<file path="src/verilog/eeprom_bus_pkg.sv">
`default_nettype none

package eeprom_bus_pkg;

    localparam int DATA_W  = 8;
    localparam int ADDR_W  = 11;
    localparam int BLOCK_W = 3;             // address bits carried in the control byte

    localparam logic [3:0] DEVICE_CODE = 4'b1010;

    localparam int SCL_HALF   = 2;          // clocks per scl level
    localparam int SCL_PERIOD = 2 * SCL_HALF;
    localparam int PH_W       = $clog2(SCL_PERIOD);

    // sequencer states of the bus master
    localparam int ST_W = 4;
    localparam logic [ST_W-1:0] ST_IDLE   = 4'd0;
    localparam logic [ST_W-1:0] ST_START  = 4'd1;
    localparam logic [ST_W-1:0] ST_CTRL_W = 4'd2;
    localparam logic [ST_W-1:0] ST_ADDR   = 4'd3;
    localparam logic [ST_W-1:0] ST_DATA_W = 4'd4;
    localparam logic [ST_W-1:0] ST_RSTART = 4'd5;
    localparam logic [ST_W-1:0] ST_CTRL_R = 4'd6;
    localparam logic [ST_W-1:0] ST_DATA_R = 4'd7;
    localparam logic [ST_W-1:0] ST_STOP   = 4'd8;
    localparam logic [ST_W-1:0] ST_DONE   = 4'd9;

    typedef union packed {
        logic [DATA_W-1:0] raw;             // msb goes out first
        struct packed {
            logic [3:0]         dev;
            logic [BLOCK_W-1:0] block;
            logic               rnw;        // 1 = read
        } fields;
    } ctrl_byte_t;

endpackage

`default_nettype wire
</file>
<file path="src/verilog/eeprom_bus_master.sv">
`default_nettype none

module eeprom_bus_master (
    input  logic                              CLK,
    input  logic                              RESET,
    input  logic                              start,
    input  logic                              op_read,
    input  logic [eeprom_bus_pkg::ADDR_W-1:0] op_addr,
    input  logic [eeprom_bus_pkg::DATA_W-1:0] op_wdata,
    input  logic                              sda_in,
    input  logic                              release_result,
    output logic                              busy,
    output logic                              done,
    output logic                              nack,
    output logic [eeprom_bus_pkg::DATA_W-1:0] rdata,
    output logic                              scl,
    output logic                              sda_drive_low
);

    logic [eeprom_bus_pkg::ST_W-1:0]   state;
    logic [eeprom_bus_pkg::PH_W-1:0]   phase;
    logic [3:0]                        bit_cnt;   // 0..7 data, 8 ack
    logic [eeprom_bus_pkg::DATA_W-1:0] shreg;
    logic                              rd_q;
    logic [eeprom_bus_pkg::ADDR_W-1:0] addr_q;
    logic [eeprom_bus_pkg::DATA_W-1:0] wdata_q;
    eeprom_bus_pkg::ctrl_byte_t        ctrl;
    logic                              slot_end;
    logic                              ack_slot;
    logic                              rx_byte;
    logic                              cond_slot;

    assign busy      = (state != eeprom_bus_pkg::ST_IDLE);
    assign slot_end  = (phase == eeprom_bus_pkg::PH_W'(eeprom_bus_pkg::SCL_PERIOD - 1));
    assign ack_slot  = (bit_cnt == 4'd8);
    assign rx_byte   = (state == eeprom_bus_pkg::ST_DATA_R);
    assign cond_slot = (state == eeprom_bus_pkg::ST_START) ||
                       (state == eeprom_bus_pkg::ST_RSTART);

    always_comb
    begin
        ctrl.fields.dev   = eeprom_bus_pkg::DEVICE_CODE;
        ctrl.fields.block = addr_q[eeprom_bus_pkg::ADDR_W-1 -: eeprom_bus_pkg::BLOCK_W];
        ctrl.fields.rnw   = (state == eeprom_bus_pkg::ST_RSTART);
    end

    always_ff @(posedge CLK)
    begin
        if (RESET)
        begin
            state         <= eeprom_bus_pkg::ST_IDLE;
            phase         <= '0;
            bit_cnt       <= '0;
            scl           <= 1'b1;
            sda_drive_low <= 1'b0;
            done          <= 1'b0;
            nack          <= 1'b0;
        end
        else
        begin
            done <= 1'b0;
            if (state == eeprom_bus_pkg::ST_IDLE)
            begin
                if (start)
                begin
                    state <= eeprom_bus_pkg::ST_START;
                    phase <= '0;
                    nack  <= 1'b0;
                end
            end
            else if (state == eeprom_bus_pkg::ST_DONE)
            begin
                if (release_result)
                    state <= eeprom_bus_pkg::ST_IDLE;
            end
            else
            begin
                phase <= slot_end ? '0 : phase + 1'b1;

                if (phase == eeprom_bus_pkg::PH_W'(eeprom_bus_pkg::SCL_HALF - 1))
                    scl <= 1'b1;
                else if (slot_end && state != eeprom_bus_pkg::ST_STOP)
                    scl <= 1'b0;    // scl stays high after stop

                // sda moves one clock into the low half, or mid high half for start/stop
                if (phase == '0)
                begin
                    if (cond_slot)
                        sda_drive_low <= 1'b0;
                    else if (state == eeprom_bus_pkg::ST_STOP)
                        sda_drive_low <= 1'b1;
                    else
                        sda_drive_low <= !ack_slot && !rx_byte && !shreg[eeprom_bus_pkg::DATA_W-1];
                end
                else if (phase == eeprom_bus_pkg::PH_W'(eeprom_bus_pkg::SCL_HALF))
                begin
                    if (cond_slot)
                        sda_drive_low <= 1'b1;          // start: sda falls, scl high
                    else if (state == eeprom_bus_pkg::ST_STOP)
                        sda_drive_low <= 1'b0;          // stop: sda rises, scl high
                end

                if (slot_end)
                begin
                    case (state)
                        eeprom_bus_pkg::ST_START:  state <= eeprom_bus_pkg::ST_CTRL_W;
                        eeprom_bus_pkg::ST_RSTART: state <= eeprom_bus_pkg::ST_CTRL_R;
                        eeprom_bus_pkg::ST_STOP:
                        begin
                            state <= eeprom_bus_pkg::ST_DONE;
                            done  <= 1'b1;
                        end
                        default:
                        begin
                            if (!ack_slot)
                                bit_cnt <= bit_cnt + 1'b1;
                            else
                            begin
                                bit_cnt <= '0;
                                if (rx_byte)
                                    state <= eeprom_bus_pkg::ST_STOP;
                                else if (sda_in)
                                begin
                                    nack  <= 1'b1;      // no slave ack, abort
                                    state <= eeprom_bus_pkg::ST_STOP;
                                end
                                else if (state == eeprom_bus_pkg::ST_CTRL_W)
                                    state <= eeprom_bus_pkg::ST_ADDR;
                                else if (state == eeprom_bus_pkg::ST_ADDR)
                                    state <= rd_q ? eeprom_bus_pkg::ST_RSTART
                                                  : eeprom_bus_pkg::ST_DATA_W;
                                else if (state == eeprom_bus_pkg::ST_CTRL_R)
                                    state <= eeprom_bus_pkg::ST_DATA_R;
                                else
                                    state <= eeprom_bus_pkg::ST_STOP;
                            end
                        end
                    endcase
                end
            end
        end
    end

    always_ff @(posedge CLK)
    begin
        if (!busy && start)
        begin
            rd_q    <= op_read;
            addr_q  <= op_addr;
            wdata_q <= op_wdata;
        end
        if (slot_end)
        begin
            if (cond_slot)
                shreg <= ctrl.raw;
            else if (!ack_slot)
                shreg <= {shreg[eeprom_bus_pkg::DATA_W-2:0], sda_in};  // tx and rx share it
            else if (state == eeprom_bus_pkg::ST_CTRL_W)
                shreg <= addr_q[eeprom_bus_pkg::DATA_W-1:0];
            else if (state == eeprom_bus_pkg::ST_ADDR)
                shreg <= wdata_q;
            if (rx_byte && ack_slot)
                rdata <= shreg;
        end
    end

endmodule

`default_nettype wire

</file>
<file path="config.mk">
export PLATFORM = sky130hd
export DESIGN_NAME = eeprom_bus_master
export DESIGN_NICKNAME = d
export VERILOG_FILES = /design/src/verilog/eeprom_bus_pkg.sv /design/src/verilog/eeprom_bus_master.sv
export SDC_FILE = /design/constraint.sdc
export NUM_CORES = 1
export LEC_CHECK = 0
export BUFFER_PORTS_ARGS = -buffer_cell sky130_fd_sc_hd__buf_2
export CAP_MARGIN = 10
export CORE_MARGIN = 3
export CORE_UTILIZATION = 56
export DETAILED_ROUTE_END_ITERATION = 10
export GPL_TIMING_DRIVEN = 0
export HOLD_SLACK_MARGIN = 0.12
export PLACE_DENSITY = 0.81
export SYNTH_ARGS = -nofsm -noshare
export SYNTH_HDL_FRONTEND = slang
export SYNTH_SLANG_ARGS = --single-unit
</file>
<file path="constraint.sdc">
create_clock -name CLK -period 2.6 [get_ports CLK]
set_input_delay 0.26 -clock CLK [delete_from_list [all_inputs] [get_ports CLK]]
set_output_delay 0.26 -clock CLK [all_outputs]
set_load 0.01 [all_outputs]
</file>
==> flow_metrics.tcl <==
set metrics [dict create \
    status "complete, no violations" \
    grt_pass1_vias 1656 \
    numPortBuffers 36 \
    clk_latency_ns 0.30 \
    period_share_pct 91.7 \
    synth-async-reset-ratio_pct 0 \
    die_w_um 72.6 \
    clock.fmax_ghz 0.419 \
    antenna_found_initial 0 \
    cp.arrival_ns 2.32 \
    die_area_um2 5270 \
    rsz0062_at_grt "no" \
    avgSynthCellArea_um2 12.1 \
    synth_warnings 0 \
    max_slew.worst_pin.slew_ns 0.855 \
    overflow 0 \
    dp_slack_ns 0.132 \
    clk_pin_slew_ns 0.09 \
    path_class "flop to flop" \
    hold_path.class "input pin to flop" \
    row_count 23 \
    drt_first_pass_iters 4 \
    cts_sinks 50 \
    ys_seq_area_share_pct 54.8 \
    start_util_pct 59.9 \
    ir_drop_mv 0.560 \
    synth.largest_area_cell "edfxtp_1" \
    drt-total-wl_um 5250 \
    synthMostInstantiatedCell "edfxtp_1" \
    powerDensity_nw_per_um2 687 \
    leakage_nw 1.09 \
    layout_min_cycle_time_ns 2.38 \
    grt_use_total_pct 20.7 \
    place_hpwl_um 3490 \
    synth_nets 237 \
    start_kind "flop" \
    holdWs_ns 0.127 \
    drt_iter0_markers 291 \
    synth_top_area_share_pct 43.5 \
    drive_above_1_share_pct 26.5 \
    setup_slack_ns 0.216 \
    setup_viol 0 \
    diodes 0 \
    synthTopCellsByCount "36 x edfxtp_1, 17 x nor2_1, 14 x dfxtp_1" \
    post_drt_wl_per_cell_um 16.9 \
    cts_max_level 2 \
    grt_pass1_wl_um 8230 \
    synth-edff-count 36 \
    syn-instance-count 206 \
    vias 1844 \
    cp_max_fo 10 \
    coreArea_um2 4140 \
    maxCapViolCount 0 \
    synth_flop_cell "edfxtp_1" \
    syn2layout_area_growth_pct 18.5 \
    yosys-top-cells-area "edfxtp_1 44%, dfxtp_1 11%, mux2i_1 3.6%, clkbuf_8 3.3%, ha_1 3.0%" \
    fin_nets 290 \
    synth-seq-cells 50 \
    grt_max_degree 21 \
    endpoint_kind "flop" \
    clock_path_buffers 2 \
    ant_nets 0 \
    report.final.slew_viol_count 0 \
    vias_per_cell 5.95 \
    gp_congestion 0.895 \
    fin_util_pct 71.0 \
    root_buffer "clkbuf_8" \
    critPathRequiredTime_ns 2.54 \
    syn_area_um2 2480 \
    relSlewSlack_pct 43.0 \
    die_h_um 72.6 \
    cts_tree "built" \
    finClkSkew_ns 0.0105 \
    drc 0 \
    cts_buffers 5 \
    power_w 0.00202 \
    io_pins 38 \
    ys_types 58 \
    tns_ns 0 \
    hold_viol 0 \
]
## worst max-delay path, stage by stage (launching register included)
cell	delay (ns)
dfxtp_1	0.41
nand2b_4	0.18
buf_6	0.13
nor2_1	0.20
clkbuf_1	0.41
nor3_1	0.11
nor2_1	0.57
## final timing paths
check	from	to	slack, ns	cells after the start
max	state[3]	shreg[7]	0.22	6
min	op_wdata[6]	wdata_q[6]	0.13	1
max reg2reg	state[3]	shreg[7]	0.22	6
min reg2reg	shreg[6]	rdata[6]	0.46	0
## sequential cells by signal, summed over array words and instances, names as in the netlist
| name | flops |
|---|---|
| addr_q | 11 |
| rdata | 8 |
| shreg | 8 |
| wdata_q | 8 |
| bit_cnt | 4 |
| state | 4 |
| phase | 2 |
| done | 1 |
| nack | 1 |
| rd_q | 1 |
| scl | 1 |
| sda_drive_low | 1 |
## through the flow
stage / cell area, µm² / instances
floorplan: 2480 / 206
global placement: 2730 / 292
detailed placement: 2730 / 292
CTS: 2850 / 301
global route: 2940 / 310
finish: 2940 / 310
## layout by cell type, fill, tap and decap left out, types with 2 or more instances in the layout
master         count
clkbuf_8          11
nor3_1             7
dfxtp_1           14
nor3b_1            2
and3_1             2
a221o_1            2
buf_6              3
nand3b_1           2
dlygate4sd3_1     10
or2_2              2
a21oi_1            4
nand4_1            2
mux2i_1            9
o221ai_1           2
nor2_1            17
edfxtp_1          36
buf_4              2
a211oi_1           7
o21ai_0           12
a31oi_1            6
buf_2             36
nor2b_1            3
ha_1               6
inv_1              9
nand2b_1           3
nand2_1            7
a21o_1             5
clkbuf_1           3
a22oi_1            2
## power breakdown
part           switching [W]  total (W)  internal, W
Sequential         0.0000341   0.000985     0.000951
Combinational       0.000278   0.000489     0.000210
Clock               0.000257   0.000546     0.000289
## cell type report
cell class / count / area, µm²
tap: 50 / 62.6
clock buffer: 6 / 72.6
sequential: 50 / 1360
buffer: 15 / 154
multi-input combinational: 132 / 938
inverter: 9 / 33.8
clock inverter: 2 / 38.8
fill: 318 / 1200
timing repair buffer: 46 / 280
## cells by family (layout without fill, tap and decap cells)
logic type / Yosys count / count (layout) / share of synthesized area, %
AO/OA/AOI/OAI: 59 / 59 / 17.4
AND/OR/NAND/NOR: 57 / 57 / 13.2
flip-flops: 50 / 50 / 54.8
buffers and inverters: 24 / 78 / 7.56
multiplexers: 9 / 9 / 3.63
adder cells (fa/ha/maj): 6 / 6 / 3.02
XOR/XNOR: 1 / 1 / 0.353
## timing repair
item	4_1_cts	5_1_grt
setup endpoints to repair	0	8
buffers inserted	0	0
gates resized for setup	0	1
endpoints found under the hold margin	1	9
hold buffers	1	9
## routing by layer
layer,up-vias,GRT usage [%],wire length [µm]
li1,885,-,-
met1,862,28.7,2240
met2,87,32.4,2570
met3,10,4.13,347
met4,0,7.99,94
met5,-,0,0
No activity file was read; power rests on OpenSTA's default activity.
