File: src/verilog/eeprom_sys_pkg.sv
`default_nettype none

package eeprom_sys_pkg;

    localparam int NUM_CHAN = 4;    // one eeprom per bus
    localparam int CHAN_W   = 2;

endpackage

`default_nettype wire

File: src/verilog/eeprom_bus_pkg.sv
`default_nettype none

package eeprom_bus_pkg;

    localparam int DATA_W  = 8;
    localparam int ADDR_W  = 11;
    localparam int BLOCK_W = 3;             // address bits carried in the control byte

    localparam logic [3:0] DEVICE_CODE = 4'b1010;

    localparam int SCL_HALF   = 2;          // clocks per scl level
    localparam int SCL_PERIOD = 2 * SCL_HALF;
    localparam int PH_W       = $clog2(SCL_PERIOD);

    // sequencer states of the bus master
    localparam int ST_W = 4;
    localparam logic [ST_W-1:0] ST_IDLE   = 4'd0;
    localparam logic [ST_W-1:0] ST_START  = 4'd1;
    localparam logic [ST_W-1:0] ST_CTRL_W = 4'd2;
    localparam logic [ST_W-1:0] ST_ADDR   = 4'd3;
    localparam logic [ST_W-1:0] ST_DATA_W = 4'd4;
    localparam logic [ST_W-1:0] ST_RSTART = 4'd5;
    localparam logic [ST_W-1:0] ST_CTRL_R = 4'd6;
    localparam logic [ST_W-1:0] ST_DATA_R = 4'd7;
    localparam logic [ST_W-1:0] ST_STOP   = 4'd8;
    localparam logic [ST_W-1:0] ST_DONE   = 4'd9;

    typedef union packed {
        logic [DATA_W-1:0] raw;             // msb goes out first
        struct packed {
            logic [3:0]         dev;
            logic [BLOCK_W-1:0] block;
            logic               rnw;        // 1 = read
        } fields;
    } ctrl_byte_t;

endpackage

`default_nettype wire
File: src/verilog/eeprom_cmd_dispatch.sv
`default_nettype none

module eeprom_cmd_dispatch (
    input  logic                                CLK,
    input  logic                                RESET,
    input  logic                                req_wr,
    input  logic                                req_rd,
    input  logic [eeprom_sys_pkg::CHAN_W-1:0]   req_chan,
    input  logic [eeprom_bus_pkg::ADDR_W-1:0]   req_addr,
    input  logic [eeprom_bus_pkg::DATA_W-1:0]   req_wdata,
    input  logic [eeprom_sys_pkg::NUM_CHAN-1:0] busy,
    output logic                                req_reject,
    output logic [eeprom_sys_pkg::NUM_CHAN-1:0] start,
    output logic                                op_read,
    output logic [eeprom_bus_pkg::ADDR_W-1:0]   op_addr,
    output logic [eeprom_bus_pkg::DATA_W-1:0]   op_wdata
);

    logic any_req;
    logic chan_busy;
    logic accept;

    assign any_req   = req_wr | req_rd;
    assign chan_busy = busy[req_chan] | start[req_chan];   // busy lags start by a cycle
    assign accept    = any_req && !(req_wr && req_rd) && !chan_busy;

    always_ff @(posedge CLK)
    begin
        if (RESET)
        begin
            req_reject <= 1'b0;
            start      <= '0;
        end
        else
        begin
            req_reject <= any_req && !accept;
            start      <= accept ? (eeprom_sys_pkg::NUM_CHAN'(1) << req_chan) : '0;
        end
    end

    // operation shared by all masters, only the started one latches it
    always_ff @(posedge CLK)
    begin
        if (accept)
        begin
            op_read  <= req_rd;
            op_addr  <= req_addr;
            op_wdata <= req_wdata;
        end
    end

endmodule

`default_nettype wire

File: config.mk
export PLATFORM = sky130hd
export DESIGN_NAME = eeprom_cmd_dispatch
export DESIGN_NICKNAME = d
export VERILOG_FILES = /design/src/verilog/eeprom_sys_pkg.sv /design/src/verilog/eeprom_bus_pkg.sv /design/src/verilog/eeprom_cmd_dispatch.sv
export SDC_FILE = /design/constraint.sdc
export NUM_CORES = 1
export LEC_CHECK = 0
export ABC_AREA = 1
export BUFFER_PORTS_ARGS = -buffer_cell sky130_fd_sc_hd__buf_2
export CAP_MARGIN = 40
export CORE_MARGIN = 4
export CORE_UTILIZATION = 43
export CTS_CLUSTER_SIZE = 20
export DETAILED_ROUTE_END_ITERATION = 7
export PLACE_DENSITY = 0.83
export SLEW_MARGIN = 20
export SYNTH_ARGS = -nofsm -noshare
export SYNTH_HDL_FRONTEND = slang
export SYNTH_SLANG_ARGS = --single-unit
File: constraint.sdc
create_clock -name CLK -period 2 [get_ports CLK]
set_clock_uncertainty 0.05 [all_clocks]
set_input_delay 0.1 -clock CLK [delete_from_list [all_inputs] [get_ports CLK]]
set_output_delay 0.1 -clock CLK [all_outputs]
set_load 0.02 [all_outputs]
==> run summary, run 1 <==
crit share post-route -> 85.61%
vias in the first global route -> 694
# diodes -> 0
Data arrival, critical path -> 1.90 ns
RSZ-0062 raised after global routing -> false
CTS H-tree depth -> 1
die height -> 52.12 um
Initial Util -> 46.95%
largest family of logic cells by synthesized area -> simple AND/OR/NAND/NOR gates
Rows -> 15
post-route setup slack -> 0.2879 ns
commonest cells in the netlist -> 20 x edfxtp_1, 8 x nor2_1, 7 x inv_1, 5 x dfxtp_1, 4 x nand2_1
port bufs -> 53
fin crit period -> 1.712 ns
max-cap viol count -> 0
clk_lat worst skew -> 0.30 ns
final setup TNS -> 0 ns
crit path max fanout -> 22
drt pass-1 iters -> 4
post-DR vias/cell -> 4.237
CTS sink cnt -> 25
Mapped Nets -> 83
Filler Cell Count -> 118
sequential fraction of the synthesis area -> 83.71%
CTS resizes -> 0
most frequent cell after synthesis -> edfxtp_1
share of cells above drive strength 1 -> 45.80%
top cell type's share of synthesized area -> 71.75%
outcome -> complete, no violations
DR iter-0 viols -> 7
CTS buffer count -> 3
compound-gate portion of the synthesized area -> 0.5979%
Post-Synth Adder-Cell Area -> 1.495%
Setup CP Type -> primary input to flop
synthesized flop and latch total -> 25
Avg WL per Cell -> 11.92 um
Slew HR -> 62.96%
Avg Cell Area, Syn -> 15.79 um^2
worst slew pin tran -> 0.5543 ns
DRC Markers -> 0
Top delay family on crit path -> simple AND/OR/NAND/NOR gates
fmax -> 584.1 MHz
Async SR Flop Fraction -> 0%
die width -> 52.12 um
Antenna Nets Post-Route -> 0
first-pass GRT wire length -> 2877 um
synthesized area -> 837.1 um^2
Final Max Slew Viols -> 0
routed wire length -> 1859 um
clk root buf -> clkbuf_4
Synth warnings -> 0
Final #Nets -> 162
CTS tree -> built
Max Root-Sink Buffers -> 2
Yosys cell types -> 12
cells along the critical path -> dlygate4sd3_1 -> buf_2 -> inv_1 -> ha_1 -> nand2_1 -> nor2_4 -> nand3_1 -> nor2_1
post-synthesis simple-gate area fraction -> 10.61%
CP endpoint kind -> flop
P_leak -> 0.6311 nW
die footprint -> 2716 um^2
most area-consuming cells after synthesis -> edfxtp_1 72%, dfxtp_1 12%, nor2_1 3.6%
worst min path class -> primary input to flop
Clk pin slew, worst setup/hold paths -> 0.12 ns
RePlAce Congestion -> 0.7306
CP Launch Type -> primary input
post-place setup slack -> 0.4813 ns
Final Hold Fails -> 0
antenna violations before repair -> 0
Power Density -> 715.6 nW/um^2
critical path's largest stage delay -> 0.52 ns
Post-Synth XOR/XNOR Area -> 0%
critical path's slowest cell -> dlygate4sd3_1
grt total ovfl -> 0
core area -> 1783 um^2
Post-Synthesis Cells -> 53
Final Cell Area -> 1371 um^2
Synth Flop Type -> edfxtp_1
setup violators final -> 0
area leader, netlist -> edfxtp_1
placed cell area -> 1134 um^2
# IOs -> 54
DR vias -> 661
Syn-to-layout area delta -> 63.83%
multiplexer share of the synthesized area -> 0%
Post-synth EDFFs -> 20
GRT Util Overall -> 14.68%
Critical Path RT -> 2.19 ns
Max VDD drop -> 0.5018 mV
WP buf/inv -> 3
largest net degree at the start of global routing -> 23
through the flow:
step	power, mW	cells	util [%]	hold WS, ns
2_1_floorplan	0.6927	53	-	0.1224
3_3_place_gp	0.7523	131	63.58	0.2277
3_5_place_dp	0.7564	131	63.58	0.2286
4_1_cts	0.9887	156	76.91	0.01540
5_1_grt	1.029	156	76.91	0.03094
6_report	0.9814	156	76.91	0.02010
sequential cells by signal, summed over array words and instances, names as in the netlist:
signal	cells
op_addr	11
op_read	1
op_wdata	8
req_reject	1
start	4
path summary, 6_finish.rpt:
check | cells past startpoint | to | startpoint | slack, ns
worst max-delay path | 8 | start[3]$_SDFF_PP0_ | req_rd | 0.29
worst max register to register | 7 | start[3]$_SDFF_PP0_ | start[2]$_SDFF_PP0_ | 0.46
worst min-delay path | 4 | req_reject$_SDFF_PP0_ | RESET | 0.02
worst min register to register | 6 | req_reject$_SDFF_PP0_ | start[0]$_SDFF_PP0_ | 0.72
report_power, final:
| part | internal (mW) | switching (mW) | total [mW] |
|---|---|---|---|
| clock network | 0.0744 | 0.132 | 0.206 |
| registers | 0.601 | 0.00840 | 0.609 |
| logic | 0.0742 | 0.0915 | 0.166 |
| total | 0.750 | 0.232 | 0.981 |
cell usage in the layout, fill, tap and decap left out, drive strengths merged:
cell         count
dfxtp            5
nor2             9
clkinv           1
clkbuf           3
nand3b           1
o21ai            1
nand2            4
inv              8
dlygate4sd3     21
edfxtp          20
ha               1
nand3            3
buf             53
nor3             1
kinds of logic (layout without fill, tap and decap cells):
group | after synthesis | count (layout)
fa+ha+maj | 1 | 1
buf+inv | 8 | 86
simple gates | 18 | 18
compound gates | 1 | 1
flops | 25 | 25
repair_timing:
action / in CTS / in global routing
endpoints found under the hold margin: 22 / 0
setup buffers: 0 / 0
hold buffers: 21 / 0
cell type report:
cell class                 count  area, um^2  share of cell area (%)
sequential                    25       700.7                   51.09
timing repair buffer          74       475.5                   34.67
multi-input combinational     20       106.4                   7.755
tap                           25       31.28                   2.281
inverter                       8       30.03                   2.190
clock buffer                   3       22.52                   1.642
clock inverter                 1       5.005                  0.3650
metal layers:
layer / vias to the layer above / global-route usage [%] / wire length (um)
met4: 0 / 3.930 / 0
met2: 42 / 27.41 / 891
met5: - / 0 / 0
li1: 338 / - / -
met3: 0 / 4.871 / 246
met1: 281 / 15.47 / 721
worst reg2reg max path: stages, from the launching register on:
cell and delay [ns]:
dfxtp_1 0.34, nor2_1 0.08, nand2_1 0.06, nand3_1 0.07, nand2_1 0.09, nor2_4 0.45, nand3_1 0.20, nor2_1 0.14
Power figures use the tool's default switching activity.
==> inputs of run 2 (changes only) <==
- CORE_UTILIZATION: 43 -> 46
- CTS_BUF_LIST: default -> sky130_fd_sc_hd__clkbuf_8
- PLACE_DENSITY: 0.83 -> 0.88
==> run summary, run 2 (synthesized netlist as in run 1, its figures left out) <==
outcome -> complete, no violations (unchanged)
port bufs -> 53 (unchanged)
RePlAce Congestion -> 0.7787 (was 0.7306)
fmax -> 563.5 MHz (was 584.1 MHz)
Slew HR -> 60.97% (was 62.96%)
reg2reg end -> start[1]$_SDFF_PP0_ (was start[3]$_SDFF_PP0_)
Filler Cell Count -> 116 (was 118)
Inst Count DP -> 131 (unchanged)
die height -> 50.66 um (was 52.12 um)
antenna violations before repair -> 0 (unchanged)
CTS buffer count -> 3 (unchanged)
cells along the critical path -> dlygate4sd3_1 -> buf_2 -> inv_1 -> ha_1 -> nand2_1 -> nor2_4 -> nand3_1 -> nor2_1 (unchanged)
DRC Markers -> 0 (unchanged)
post-DR vias/cell -> 4.394 (was 4.237)
largest net degree at the start of global routing -> 23 (unchanged)
Final Hold Fails -> 0 (unchanged)
Initial Util -> 48.48% (was 46.95%)
Clk pin slew, worst setup/hold paths -> 0.08 ns (was 0.12 ns)
setup violators final -> 0 (unchanged)
worst slew pin tran -> 0.5841 ns (was 0.5543 ns)
Post-DP HPWL -> 1257 um
CTS resizes -> 0 (unchanged)
die width -> 50.66 um (was 52.12 um)
Power Density -> 762.8 nW/um^2 (was 715.6 nW/um^2)
# IOs -> 54 (unchanged)
post-CTS setup buffer count -> 0 (unchanged)
hold-fix buffers at CTS -> 20 (was 21)
critical path's largest stage delay -> 0.52 ns (about the same)
Antenna Nets Post-Route -> 0 (unchanged)
Setup CP Type -> primary input to flop (unchanged)
CTS sink cnt -> 25 (unchanged)
vias in the first global route -> 748 (was 694)
Final Max Slew Viols -> 0 (unchanged)
DR vias -> 681 (was 661)
crit share post-route -> 88.73% (was 85.61%)
reg2reg setup slack -> 0.45 ns (was 0.46 ns)
worst hold path depth -> 2 (was 4)
fin crit period -> 1.775 ns (was 1.712 ns)
most frequent cells in the layout -> 53 x buf_2, 20 x dlygate4sd3_1, 20 x edfxtp_1 (was 53 x buf_2, 21 x dlygate4sd3_1, 20 x edfxtp_1)
CTS H-tree depth -> 1 (unchanged)
Final #Nets -> 161 (was 162)
GRT Util Overall -> 19.25% (was 14.68%)
most common cell after layout, fill and taps aside -> buf_2 (unchanged)
Largest Register -> op_addr (unchanged)
largest registers -> op_addr (11), op_wdata (8), start (4) (unchanged)
routed wire length -> 2181 um (was 1859 um)
RSZ-0062 raised after global routing -> false (unchanged)
Critical Path RT -> 2.14 ns (was 2.19 ns)
Max Root-Sink Buffers -> 2 (unchanged)
first-pass GRT wire length -> 3601 um (was 2877 um)
drt pass-1 iters -> 4 (unchanged)
# diodes -> 0 (unchanged)
core area -> 1727 um^2 (was 1783 um^2)
final std cells w/o fill -> 155 (was 156)
worst min path class -> primary input to flop (unchanged)
final setup TNS -> 0 ns (unchanged)
Avg WL per Cell -> 14.07 um (was 11.92 um)
Reg2Reg Depth -> 7 (unchanged)
flip-flop count of the largest register after layout -> 11 (unchanged)
Max VDD drop -> 0.7739 mV (was 0.5018 mV)
Syn-to-layout area delta -> 64.72% (was 63.83%)
Data arrival, critical path -> 1.92 ns (was 1.90 ns)
crit path max fanout -> 22 (unchanged)
min-delay src -> req_chan[0] (was RESET)
max-cap viol count -> 0 (unchanged)
CTS tree -> built (unchanged)
die footprint -> 2566 um^2 (was 2716 um^2)
clk root buf -> clkbuf_8 (was clkbuf_4)
CP endpoint kind -> flop (unchanged)
P_leak -> 0.6362 nW (was 0.6311 nW)
share of cells above drive strength 1 -> 45.38% (was 45.80%)
Worst Hold Endpoint -> start[2]$_SDFF_PP0_ (was req_reject$_SDFF_PP0_)
Final Power -> 1.052 mW (was 981.4 uW)
clk_lat worst skew -> 0.25 ns (was 0.30 ns)
critical path's slowest cell -> dlygate4sd3_1 (unchanged)
CP Launch Type -> primary input (unchanged)
RR Startpoint -> start[2]$_SDFF_PP0_ (unchanged)
Rows -> 15 (unchanged)
grt total ovfl -> 0 (unchanged)
DR iter-0 viols -> 9 (was 7)
==> run 2: worst max-delay path by stage <==
| stage | slack, ns | endpoint | cells past startpoint | start |
|---|---|---|---|---|
| global route | 0.03 | start[2]$_SDFF_PP0_ | 8 | req_rd |
| floorplan | 0.57 | op_addr[0]$_DFFE_PP_ | 5 | start[2]$_SDFF_PP0_ |
| CTS | 0.24 | start[0]$_SDFF_PP0_ | 8 | req_rd |
| finish | 0.23 | start[1]$_SDFF_PP0_ | 8 | req_rd |
| global placement | 0.54 | start[1]$_SDFF_PP0_ | 7 | start[2]$_SDFF_PP0_ |
| detailed placement | 0.46 | start[1]$_SDFF_PP0_ | 7 | start[2]$_SDFF_PP0_ |
==> run 2: metrics by stage <==
stage	setup WS, ns	instance area [um^2]	hold slack, ns	utilization [%]
after floorplan	0.5658	837.1	0.1224	-
after global placement	0.5379	1134	0.2273	65.65
after detailed placement	0.4595	1134	0.2281	65.65
after CTS	0.2383	1379	0.01605	79.86
after global routing	0.02755	1379	0.02115	79.86
final	0.2253	1379	0.01473	79.86
==> run 2: final cells by class <==
type,instances,area [um^2],area share (%)
Sequential cell,25,700.7,50.82
Inverter,8,30.03,2.178
Timing Repair Buffer,73,465.4,33.76
Multi-Input combinational cell,20,106.4,7.713
Clock inverter,1,3.754,0.2722
Clock buffer,3,41.29,2.995
Tap cell,25,31.28,2.269
==> run 2: critical path: cells and delay by family <==
| family | cells | cell delay (ns) |
|---|---|---|
| adders and majority gates | 1 | 0.26 |
| and+or+nand+nor | 4 | 0.88 |
| buffers and inverters | 3 | 0.67 |
==> run 2: report_power, final <==
| group | total [mW] | internal (mW) | switching [mW] |
|---|---|---|---|
| sequential | 0.610 | 0.601 | 0.00895 |
| combinational | 0.169 | 0.0730 | 0.0962 |
| clock | 0.273 | 0.136 | 0.136 |
==> run 2: layer usage <==
metal	vias to the layer above	global-route usage (%)	part of all wire, %
met2	44	37.83	53
li1	332	-	-
met4	0	2.691	1.1
met5	-	0	0
met3	4	5.341	8.6
met1	301	20.51	37
