**src/verilog/eeprom_sys_pkg.sv**
```systemverilog
`default_nettype none

package eeprom_sys_pkg;

    localparam int NUM_CHAN = 4;    // one eeprom per bus
    localparam int CHAN_W   = 2;

endpackage

`default_nettype wire

```
**src/verilog/eeprom_bus_pkg.sv**
```systemverilog
`default_nettype none

package eeprom_bus_pkg;

    localparam int DATA_W  = 8;
    localparam int ADDR_W  = 11;
    localparam int BLOCK_W = 3;             // address bits carried in the control byte

    localparam logic [3:0] DEVICE_CODE = 4'b1010;

    localparam int SCL_HALF   = 2;          // clocks per scl level
    localparam int SCL_PERIOD = 2 * SCL_HALF;
    localparam int PH_W       = $clog2(SCL_PERIOD);

    // sequencer states of the bus master
    localparam int ST_W = 4;
    localparam logic [ST_W-1:0] ST_IDLE   = 4'd0;
    localparam logic [ST_W-1:0] ST_START  = 4'd1;
    localparam logic [ST_W-1:0] ST_CTRL_W = 4'd2;
    localparam logic [ST_W-1:0] ST_ADDR   = 4'd3;
    localparam logic [ST_W-1:0] ST_DATA_W = 4'd4;
    localparam logic [ST_W-1:0] ST_RSTART = 4'd5;
    localparam logic [ST_W-1:0] ST_CTRL_R = 4'd6;
    localparam logic [ST_W-1:0] ST_DATA_R = 4'd7;
    localparam logic [ST_W-1:0] ST_STOP   = 4'd8;
    localparam logic [ST_W-1:0] ST_DONE   = 4'd9;

    typedef union packed {
        logic [DATA_W-1:0] raw;             // msb goes out first
        struct packed {
            logic [3:0]         dev;
            logic [BLOCK_W-1:0] block;
            logic               rnw;        // 1 = read
        } fields;
    } ctrl_byte_t;

endpackage

`default_nettype wire
```
**src/verilog/eeprom_result_collect.sv**
```systemverilog
`default_nettype none

module eeprom_result_collect (
    input  logic                                                          CLK,
    input  logic                                                          RESET,
    input  logic [eeprom_sys_pkg::NUM_CHAN-1:0]                           done,
    input  logic [eeprom_sys_pkg::NUM_CHAN-1:0]                           nack,
    input  logic [eeprom_sys_pkg::NUM_CHAN-1:0][eeprom_bus_pkg::DATA_W-1:0] rdata,
    output logic [eeprom_sys_pkg::NUM_CHAN-1:0]                           release_result,
    output logic                                                          rsp_valid,
    output logic                                                          rsp_nack,
    output logic [eeprom_sys_pkg::CHAN_W-1:0]                             rsp_chan,
    output logic [eeprom_bus_pkg::DATA_W-1:0]                             rsp_rdata
);

    logic [eeprom_sys_pkg::NUM_CHAN-1:0]                            pend;
    logic [eeprom_sys_pkg::NUM_CHAN-1:0]                            avail;
    logic [eeprom_sys_pkg::NUM_CHAN-1:0]                            nack_q;
    logic [eeprom_sys_pkg::NUM_CHAN-1:0][eeprom_bus_pkg::DATA_W-1:0] rdata_q;
    logic [eeprom_sys_pkg::CHAN_W-1:0]                              last;
    logic [eeprom_sys_pkg::CHAN_W-1:0]                              cand;
    logic [eeprom_sys_pkg::CHAN_W-1:0]                              sel;
    logic                                                           found;

    assign avail = pend | done;     // fresh completions count this cycle

    // round robin, search starts after the last served channel
    always_comb
    begin
        found = 1'b0;
        sel   = last;
        cand  = last;
        for (int i = 1; i <= eeprom_sys_pkg::NUM_CHAN; i++)
        begin
            cand = eeprom_sys_pkg::CHAN_W'((int'(last) + i) % eeprom_sys_pkg::NUM_CHAN);
            if (!found && avail[cand])
            begin
                found = 1'b1;
                sel   = cand;
            end
        end
    end

    always_ff @(posedge CLK)
    begin
        if (RESET)
        begin
            pend           <= '0;
            last           <= eeprom_sys_pkg::CHAN_W'(eeprom_sys_pkg::NUM_CHAN - 1);
            rsp_valid      <= 1'b0;
            release_result <= '0;
        end
        else
        begin
            pend           <= avail & ~(found ? (eeprom_sys_pkg::NUM_CHAN'(1) << sel) : '0);
            rsp_valid      <= found;
            release_result <= found ? (eeprom_sys_pkg::NUM_CHAN'(1) << sel) : '0;
            if (found)
                last <= sel;
        end
    end

    always_ff @(posedge CLK)
    begin
        for (int i = 0; i < eeprom_sys_pkg::NUM_CHAN; i++)
        begin
            if (done[i])
            begin
                nack_q[i]  <= nack[i];
                rdata_q[i] <= rdata[i];
            end
        end
        if (found)
        begin
            rsp_chan  <= sel;
            rsp_nack  <= done[sel] ? nack[sel] : nack_q[sel];
            rsp_rdata <= done[sel] ? rdata[sel] : rdata_q[sel];
        end
    end

endmodule

`default_nettype wire

```
**config.mk**
```make
export PLATFORM = sky130hd
export DESIGN_NAME = eeprom_result_collect
export DESIGN_NICKNAME = d
export VERILOG_FILES = /design/src/verilog/eeprom_sys_pkg.sv /design/src/verilog/eeprom_bus_pkg.sv /design/src/verilog/eeprom_result_collect.sv
export SDC_FILE = /design/constraint.sdc
export NUM_CORES = 1
export LEC_CHECK = 0
export ABC_AREA = 1
export BUFFER_PORTS_ARGS = -buffer_cell sky130_fd_sc_hd__buf_2
export CORE_UTILIZATION = 42
export CTS_CLUSTER_DIAMETER = 50
export DETAILED_ROUTE_END_ITERATION = 12
export PLACE_DENSITY = 0.72
export SLEW_MARGIN = 0
export SYNTH_ARGS = -nofsm -noshare
export SYNTH_HDL_FRONTEND = slang
export SYNTH_SLANG_ARGS = --single-unit
```
**constraint.sdc**
```tcl
create_clock -name CLK -period 3.67 [get_ports CLK]
set_clock_uncertainty 0.2 [all_clocks]
set_input_delay 0.367 -clock CLK [delete_from_list [all_inputs] [get_ports CLK]]
set_output_delay 0.367 -clock CLK [all_outputs]
set_load 0.005 [all_outputs]
```
==> results of run 1 <==
layout make-up:
type,instances,area (um^2)
timing repair buffer,58,293
multi-input combinational,264,1250
inverter,30,120
clock inverter,7,45.0
clock buffer,9,124
tap,96,120
fill,690,3390
sequential,58,1630
path summary, 6_finish.rpt:
path                                start  slack [ps]            to  cells after the start
worst max-delay path              last[0]         760  rsp_rdata[6]                     11
worst min-delay path            rdata[29]          10   rdata_q[29]                      1
worst max register to register    last[0]         760  rsp_rdata[6]                     11
worst min register to register    pend[0]         290       pend[0]                      2
registers in the layout, indices dropped and copies added, names as in the netlist:
| signal | cells |
|---|---|
| last | 2 |
| nack_q | 4 |
| pend | 4 |
| rdata_q | 32 |
| release_result | 4 |
| rsp_chan | 2 |
| rsp_nack | 1 |
| rsp_rdata | 8 |
| rsp_valid | 1 |
through the flow:
step           hold slack (ps)  setup slack, ps  utilization  instances
4_1_cts                   3.26              749        0.514        522
2_1_floorplan              251             1510            -        365
5_1_grt                   2.10              538        0.514        522
3_3_place_gp               277              793        0.490        506
6_report                  13.6              757        0.514        522
3_5_place_dp               279              695        0.490        506
cells by family (layout without fill, tap and decap cells):
group / Yosys count / count (layout) / share of synthesized area
AND/OR/NAND/NOR: 259 / 259 / 0.396
flip-flops: 58 / 58 / 0.525
buffers and inverters: 43 / 104 / 0.0713
AO/OA/AOI/OAI: 5 / 5 / 0.00805
cell usage in the layout (no fill, tap or decap), types with 3 or more instances in the layout:
| master | count |
|---|---|
| nand2_1 | 163 |
| buf_2 | 57 |
| edfxtp_1 | 47 |
| nand3_1 | 42 |
| inv_1 | 27 |
| nand3b_1 | 18 |
| nor2_1 | 11 |
| dfxtp_1 | 11 |
| clkbuf_8 | 9 |
| nand2_2 | 8 |
| nand2_4 | 7 |
| nor3_1 | 4 |
| clkinvlp_4 | 3 |
per-layer routing:
| metal | wire length, um | up-vias |
|---|---|---|
| li1 | - | 1300 |
| met1 | 2850 | 1206 |
| met2 | 3750 | 100 |
| met3 | 488 | 20 |
| met4 | 258 | 0 |
| met5 | 0 | - |
critical path, delay by kind of cell (launching register included):
family           cells  cell delay [ps]
AND/OR/NAND/NOR     11             1790
flip-flops           1              660
==> results.toml, run 1 <==
[clocking]
ctsLongestPathBuffers = 2
cts_buffers = 9
post_cts_resized = 0
tritoncts = "yes"
cts_root_buf = "clkbuf_8"
clk_pin_slew_ps = 70
ctsHoldBuffers = 0
htree_levels = 3
clkSinkCount = 58
post-cts-setup-buffer-count = 0
clk-insertion-delay-late_ps = 340

[placement]
dp_hpwl_um = 5140
place_congestion = 0.861
io_buffers = 57
dpl-instance-area_mm2 = 0.00342

[synthesis]
ys_top_cells_by_area = "edfxtp_1 45%, nand2_1 20%, dfxtp_1 7.1%, nand3_1 6.8%, nand3b_1 4.3%"
synthMostInstantiatedCell = "nand2_1"
synthTopCellsByCount = "163 x nand2_1, 47 x edfxtp_1, 42 x nand3_1"
synthCells = 365
synth_edf_count = 47
synth-main-ff-cell = "edfxtp_1"
synth_seq_cells = 58
syn-cell-area_mm2 = 0.00311
syn_area_per_cell_um2 = 8.52
ys_seq_area_frac = 0.525
yosysWarnings = 0
yosysTopAreaCell = "edfxtp_1"
syn_nets = 407
synth_cell_type_count = 24
synth_top_area_frac = 0.454
async_reset_ff_frac = 0

[critical_path]
critPathCaptureType = "register"
cp_cell_sequence = "nand2_1 -> nand2_2 -> nand3_1 -> nand2_2 -> nand4_4 -> nand2_4 -> nand2_1 -> nand3_1 -> nand2_4 -> nand2_1 -> nand2_1"
slowest_delay_ps = 660
crit_required_ps = 3570
critPathMostFrequentCell = "nand2_1"
cp_max_fo = 31
critPathKind = "reg2reg"
start_kind = "register"
crit_path_top_delay_cell = "dfxtp_1"
critPathArrivalTime_ps = 2810

[timing]
fmax_mhz = 343
fin_setup_tns_ps = 0
rsz0062_at_grt = "false"
fin_crit_sh = 0.794
worstMarginPinSlew_ps = 546
drv_slew = 0
slew_headroom = 0.636
timing_hold_violations_final = 0
setup_viol = 0
fin_crit_ps = 2910

[global_routing]
met3_usage = 0.0368
grt_max_degree = 32
grt_usage = 0.200
met1_usage = 0.231
grt_remaining_overflow = 0
grt_use_met2 = 0.348
grt_pass1_vias = 2401
antenna_found_initial = 0
grt_busiest_layer = "met2"
grt_first_pass_wirelength_um = 11400

[floorplanning]
row_count = 30
core_area_mm2 = 0.00698
dieArea_mm2 = 0.00775
die_y_um = 88.0
initial_core_util = 0.445
dieWidth_um = 88.0
ios = 58

[finish]
drive_above_1_share = 0.223
nets = 463
diodes = 0
area_delta_synth_final_pct = 15.5
finalInstanceArea_mm2 = 0.00359

[route]
drc = 0
drt-wirelength-per-cell_um = 14.1
final_antenna_net_count = 0
dr.pass1.iters = 5
drt-vias-per-instance = 5.03
finalWirelength_um = 7350
drtIter0Drc = 178
dr_total_vias = 2626

[outcome]
outcome = "finished clean"

[flow_run]
cap_violations = 0

[min_path]
hold_class = "in2reg"
Power of run 1 is left out: the tool's default activity adds up to more than one toggle a clock period on the data nets, which glitch-free logic cannot reach.
==> inputs of run 2 (changes only) <==
--- a/config.mk
+++ b/config.mk
@@ -10,7 +10,7 @@
 export CORE_UTILIZATION = 42
 export CTS_CLUSTER_DIAMETER = 50
 export DETAILED_ROUTE_END_ITERATION = 12
-export PLACE_DENSITY = 0.72
+export PLACE_DENSITY = 0.75
 export SLEW_MARGIN = 0
 export SYNTH_ARGS = -nofsm -noshare
 export SYNTH_HDL_FRONTEND = slang
==> constraint.sdc (replaced) <==
create_clock -name CLK -period 2.3 [get_ports CLK]
set_clock_uncertainty 0.2 [all_clocks]
set_input_delay 0.23 -clock CLK [delete_from_list [all_inputs] [get_ports CLK]]
set_output_delay 0.23 -clock CLK [all_outputs]
set_load 0.005 [all_outputs]
==> run 2 against run 1 <==
  * Hold slack improved by 5.4 ps
  * Wire length grew 22%
  * Non-clock buffer count increased by 74
  * Final area rose by 27%
  * Setup slack lost 700 ps
  * Register-to-register slack got worse by 700 ps
  * Maximum frequency is 30% higher
  * Count of clock-buffer cells in the layout increased by 4
  * Global-route usage up 2.1 points
  * First-iteration DRC count fell by 6.2%
  * Sequential cell count did not move
  * Utilization is 14 points higher
  * Highest routed layer unchanged
==> results.toml, run 2 (same netlist as run 1, synthesis figures left out) <==
[placement]
dp_hpwl_um = 5730
io_buffers = 57
dpl-instance-area_mm2 = 0.00368
place_congestion = 0.864

[timing]
whs_ps = 19.0
setup_viol = 0
fin_crit_ps = 2250
fmax_mhz = 445
timing_hold_violations_final = 0
worstMarginPinSlew_ps = 385
slew_headroom = 0.742
fin_crit_sh = 0.976
drv_slew = 0

[finish]
final_cell_mix = "148 x nand2_1, 57 x buf_2, 47 x edfxtp_1, 38 x dlygate4sd3_1, 37 x nand3_1"
largest_reg_flops = 32
final_common_cell = "nand2_1"
utilization = 0.652
finalInstanceArea_mm2 = 0.00455
area_delta_synth_final_pct = 46.5
nets = 537
drive_above_1_share = 0.312
reg_top3 = "rdata_q (32), rsp_rdata (8)"
regMostFlops = "rdata_q"
diodes = 0

[critical_path]
crit_path_top_delay_cell = "dfxtp_4"
start_kind = "register"
slowest_delay_ps = 450
cp_cell_sequence = "nand2_1 -> nand2_4 -> nand3_4 -> nand2_4 -> buf_4 -> nand4_4 -> nand2_4 -> nand2_1 -> nand3_1 -> nand2_4 -> nand2_1 -> nand2_1"
crit_required_ps = 2200
cp_max_fo = 9
critPathCaptureType = "register"
critPathArrivalTime_ps = 2140
critPathKind = "reg2reg"

[clocking]
cts_buffers = 9
ctsLongestPathBuffers = 2
clk_pin_slew_ps = 60
tritoncts = "yes"
htree_levels = 3
clk-insertion-delay-late_ps = 340
cts_root_buf = "clkbuf_8"
clkSinkCount = 58

[global_routing]
grt_pass1_vias = 2811
grt_max_degree = 21
met3_usage = 0.0471
grt_remaining_overflow = 0
grt_first_pass_wirelength_um = 12700
grt_usage = 0.221
antenna_found_initial = 0
met1_usage = 0.247
grt_busiest_layer = "met2"
grt_use_met2 = 0.400

[power_and_ir_drop]
peakVddDrop_mv = 0.877
p_clk_frac = 0.112
internal_power_mw = 4.42
p_comb_frac = 0.688
p_per_area_mw_per_mm2 = 1810
p_sw_mw = 3.80
p_seq_frac = 0.200
swShare = 0.462
p_leak_nw = 2.22

[floorplanning]
initial_core_util = 0.445
row_count = 30
dieWidth_um = 88.0
die_y_um = 88.0
core_area_mm2 = 0.00698
dieArea_mm2 = 0.00775
ios = 58

[route]
final_antenna_net_count = 0
drtIter0Drc = 167
drc = 0
finalWirelength_um = 8990
dr_total_vias = 3017
drt-vias-per-instance = 5.06
dr.pass1.iters = 5
drt-wirelength-per-cell_um = 15.1

[flow_run]
cap_violations = 0

[min_path]
hold_class = "in2reg"

[outcome]
outcome = "finished clean"
[run 2: cell types whose count changed in the layout (fill, tap and decap cells not counted), sizes merged]
cell,before,now
buf,58,91
bufinv,0,1
dlygate4sd3,0,38
clkbuf,9,16
inv,31,29
clkinvlp,3,0
[run 2: power groups by stage]
stage	Clock, mW	Sequential [mW]	Combinational, mW
floorplan	0	1.61	3.22
global placement	0	1.60	4.67
detailed placement	0	1.61	4.76
CTS	0.930	1.59	4.89
global route	0.967	1.67	6.17
finish	0.921	1.64	5.67
[run 2: worst max-delay path, delay by kind of cell, from the launching register on]
family                 cells  cell delay (ps)
and+or+nand+nor           11             1240
buffers and inverters      1              130
DFF                        1              450
[run 2: what timing repair did]
action                                 CTS  global route
pin swaps                                1            15
buffers inserted                         0             8
cloned                                   0             3
setup endpoints to repair                9            13
hold buffers                            38             0
endpoints found under the hold margin   43             0
gates resized for setup                  6            43
[run 2: per-stage QoR]
stage / worst slack [ps] / total power [mW] / cells / setup TNS, ps
after floorplan: 159 / 4.83 / 365 / 0
after global placement: -0.961 / 6.28 / 532 / -0.961
after detailed placement: -79.5 / 6.37 / 532 / -522
after CTS: 0.662 / 7.41 / 586 / 0
after global routing: -35.7 / 8.80 / 596 / -196
final: 54.7 / 8.23 / 596 / 0
[run 2: final timing paths]
kind / from / to / slack, ps / depth (start not counted)
worst min register to register: pend[2] / pend[2] / 300 / 2
worst max-delay path: last[0] / rsp_rdata[6] / 50 / 12
worst max register to register: last[0] / rsp_rdata[6] / 50 / 12
worst min-delay path: done[2] / pend[2] / 20 / 3
[run 2: cell type report]
type,count,area (um^2)
repair buffers,132,1050
multi-input cells,264,1430
clock buffers,13,149
clock inverters,3,40.0
inverters,30,128
well taps,96,120
flip-flops and latches,58,1640
fillers,572,2430
[run 2: per-layer routing]
layer,part of all wire,vias up,routed length [um]
li1,-,1451,-
met1,0.38,1412,3430
met2,0.53,129,4780
met3,0.058,25,524
met4,0.029,0,257
met5,0,-,0
(Power assumes the default switching activity.)
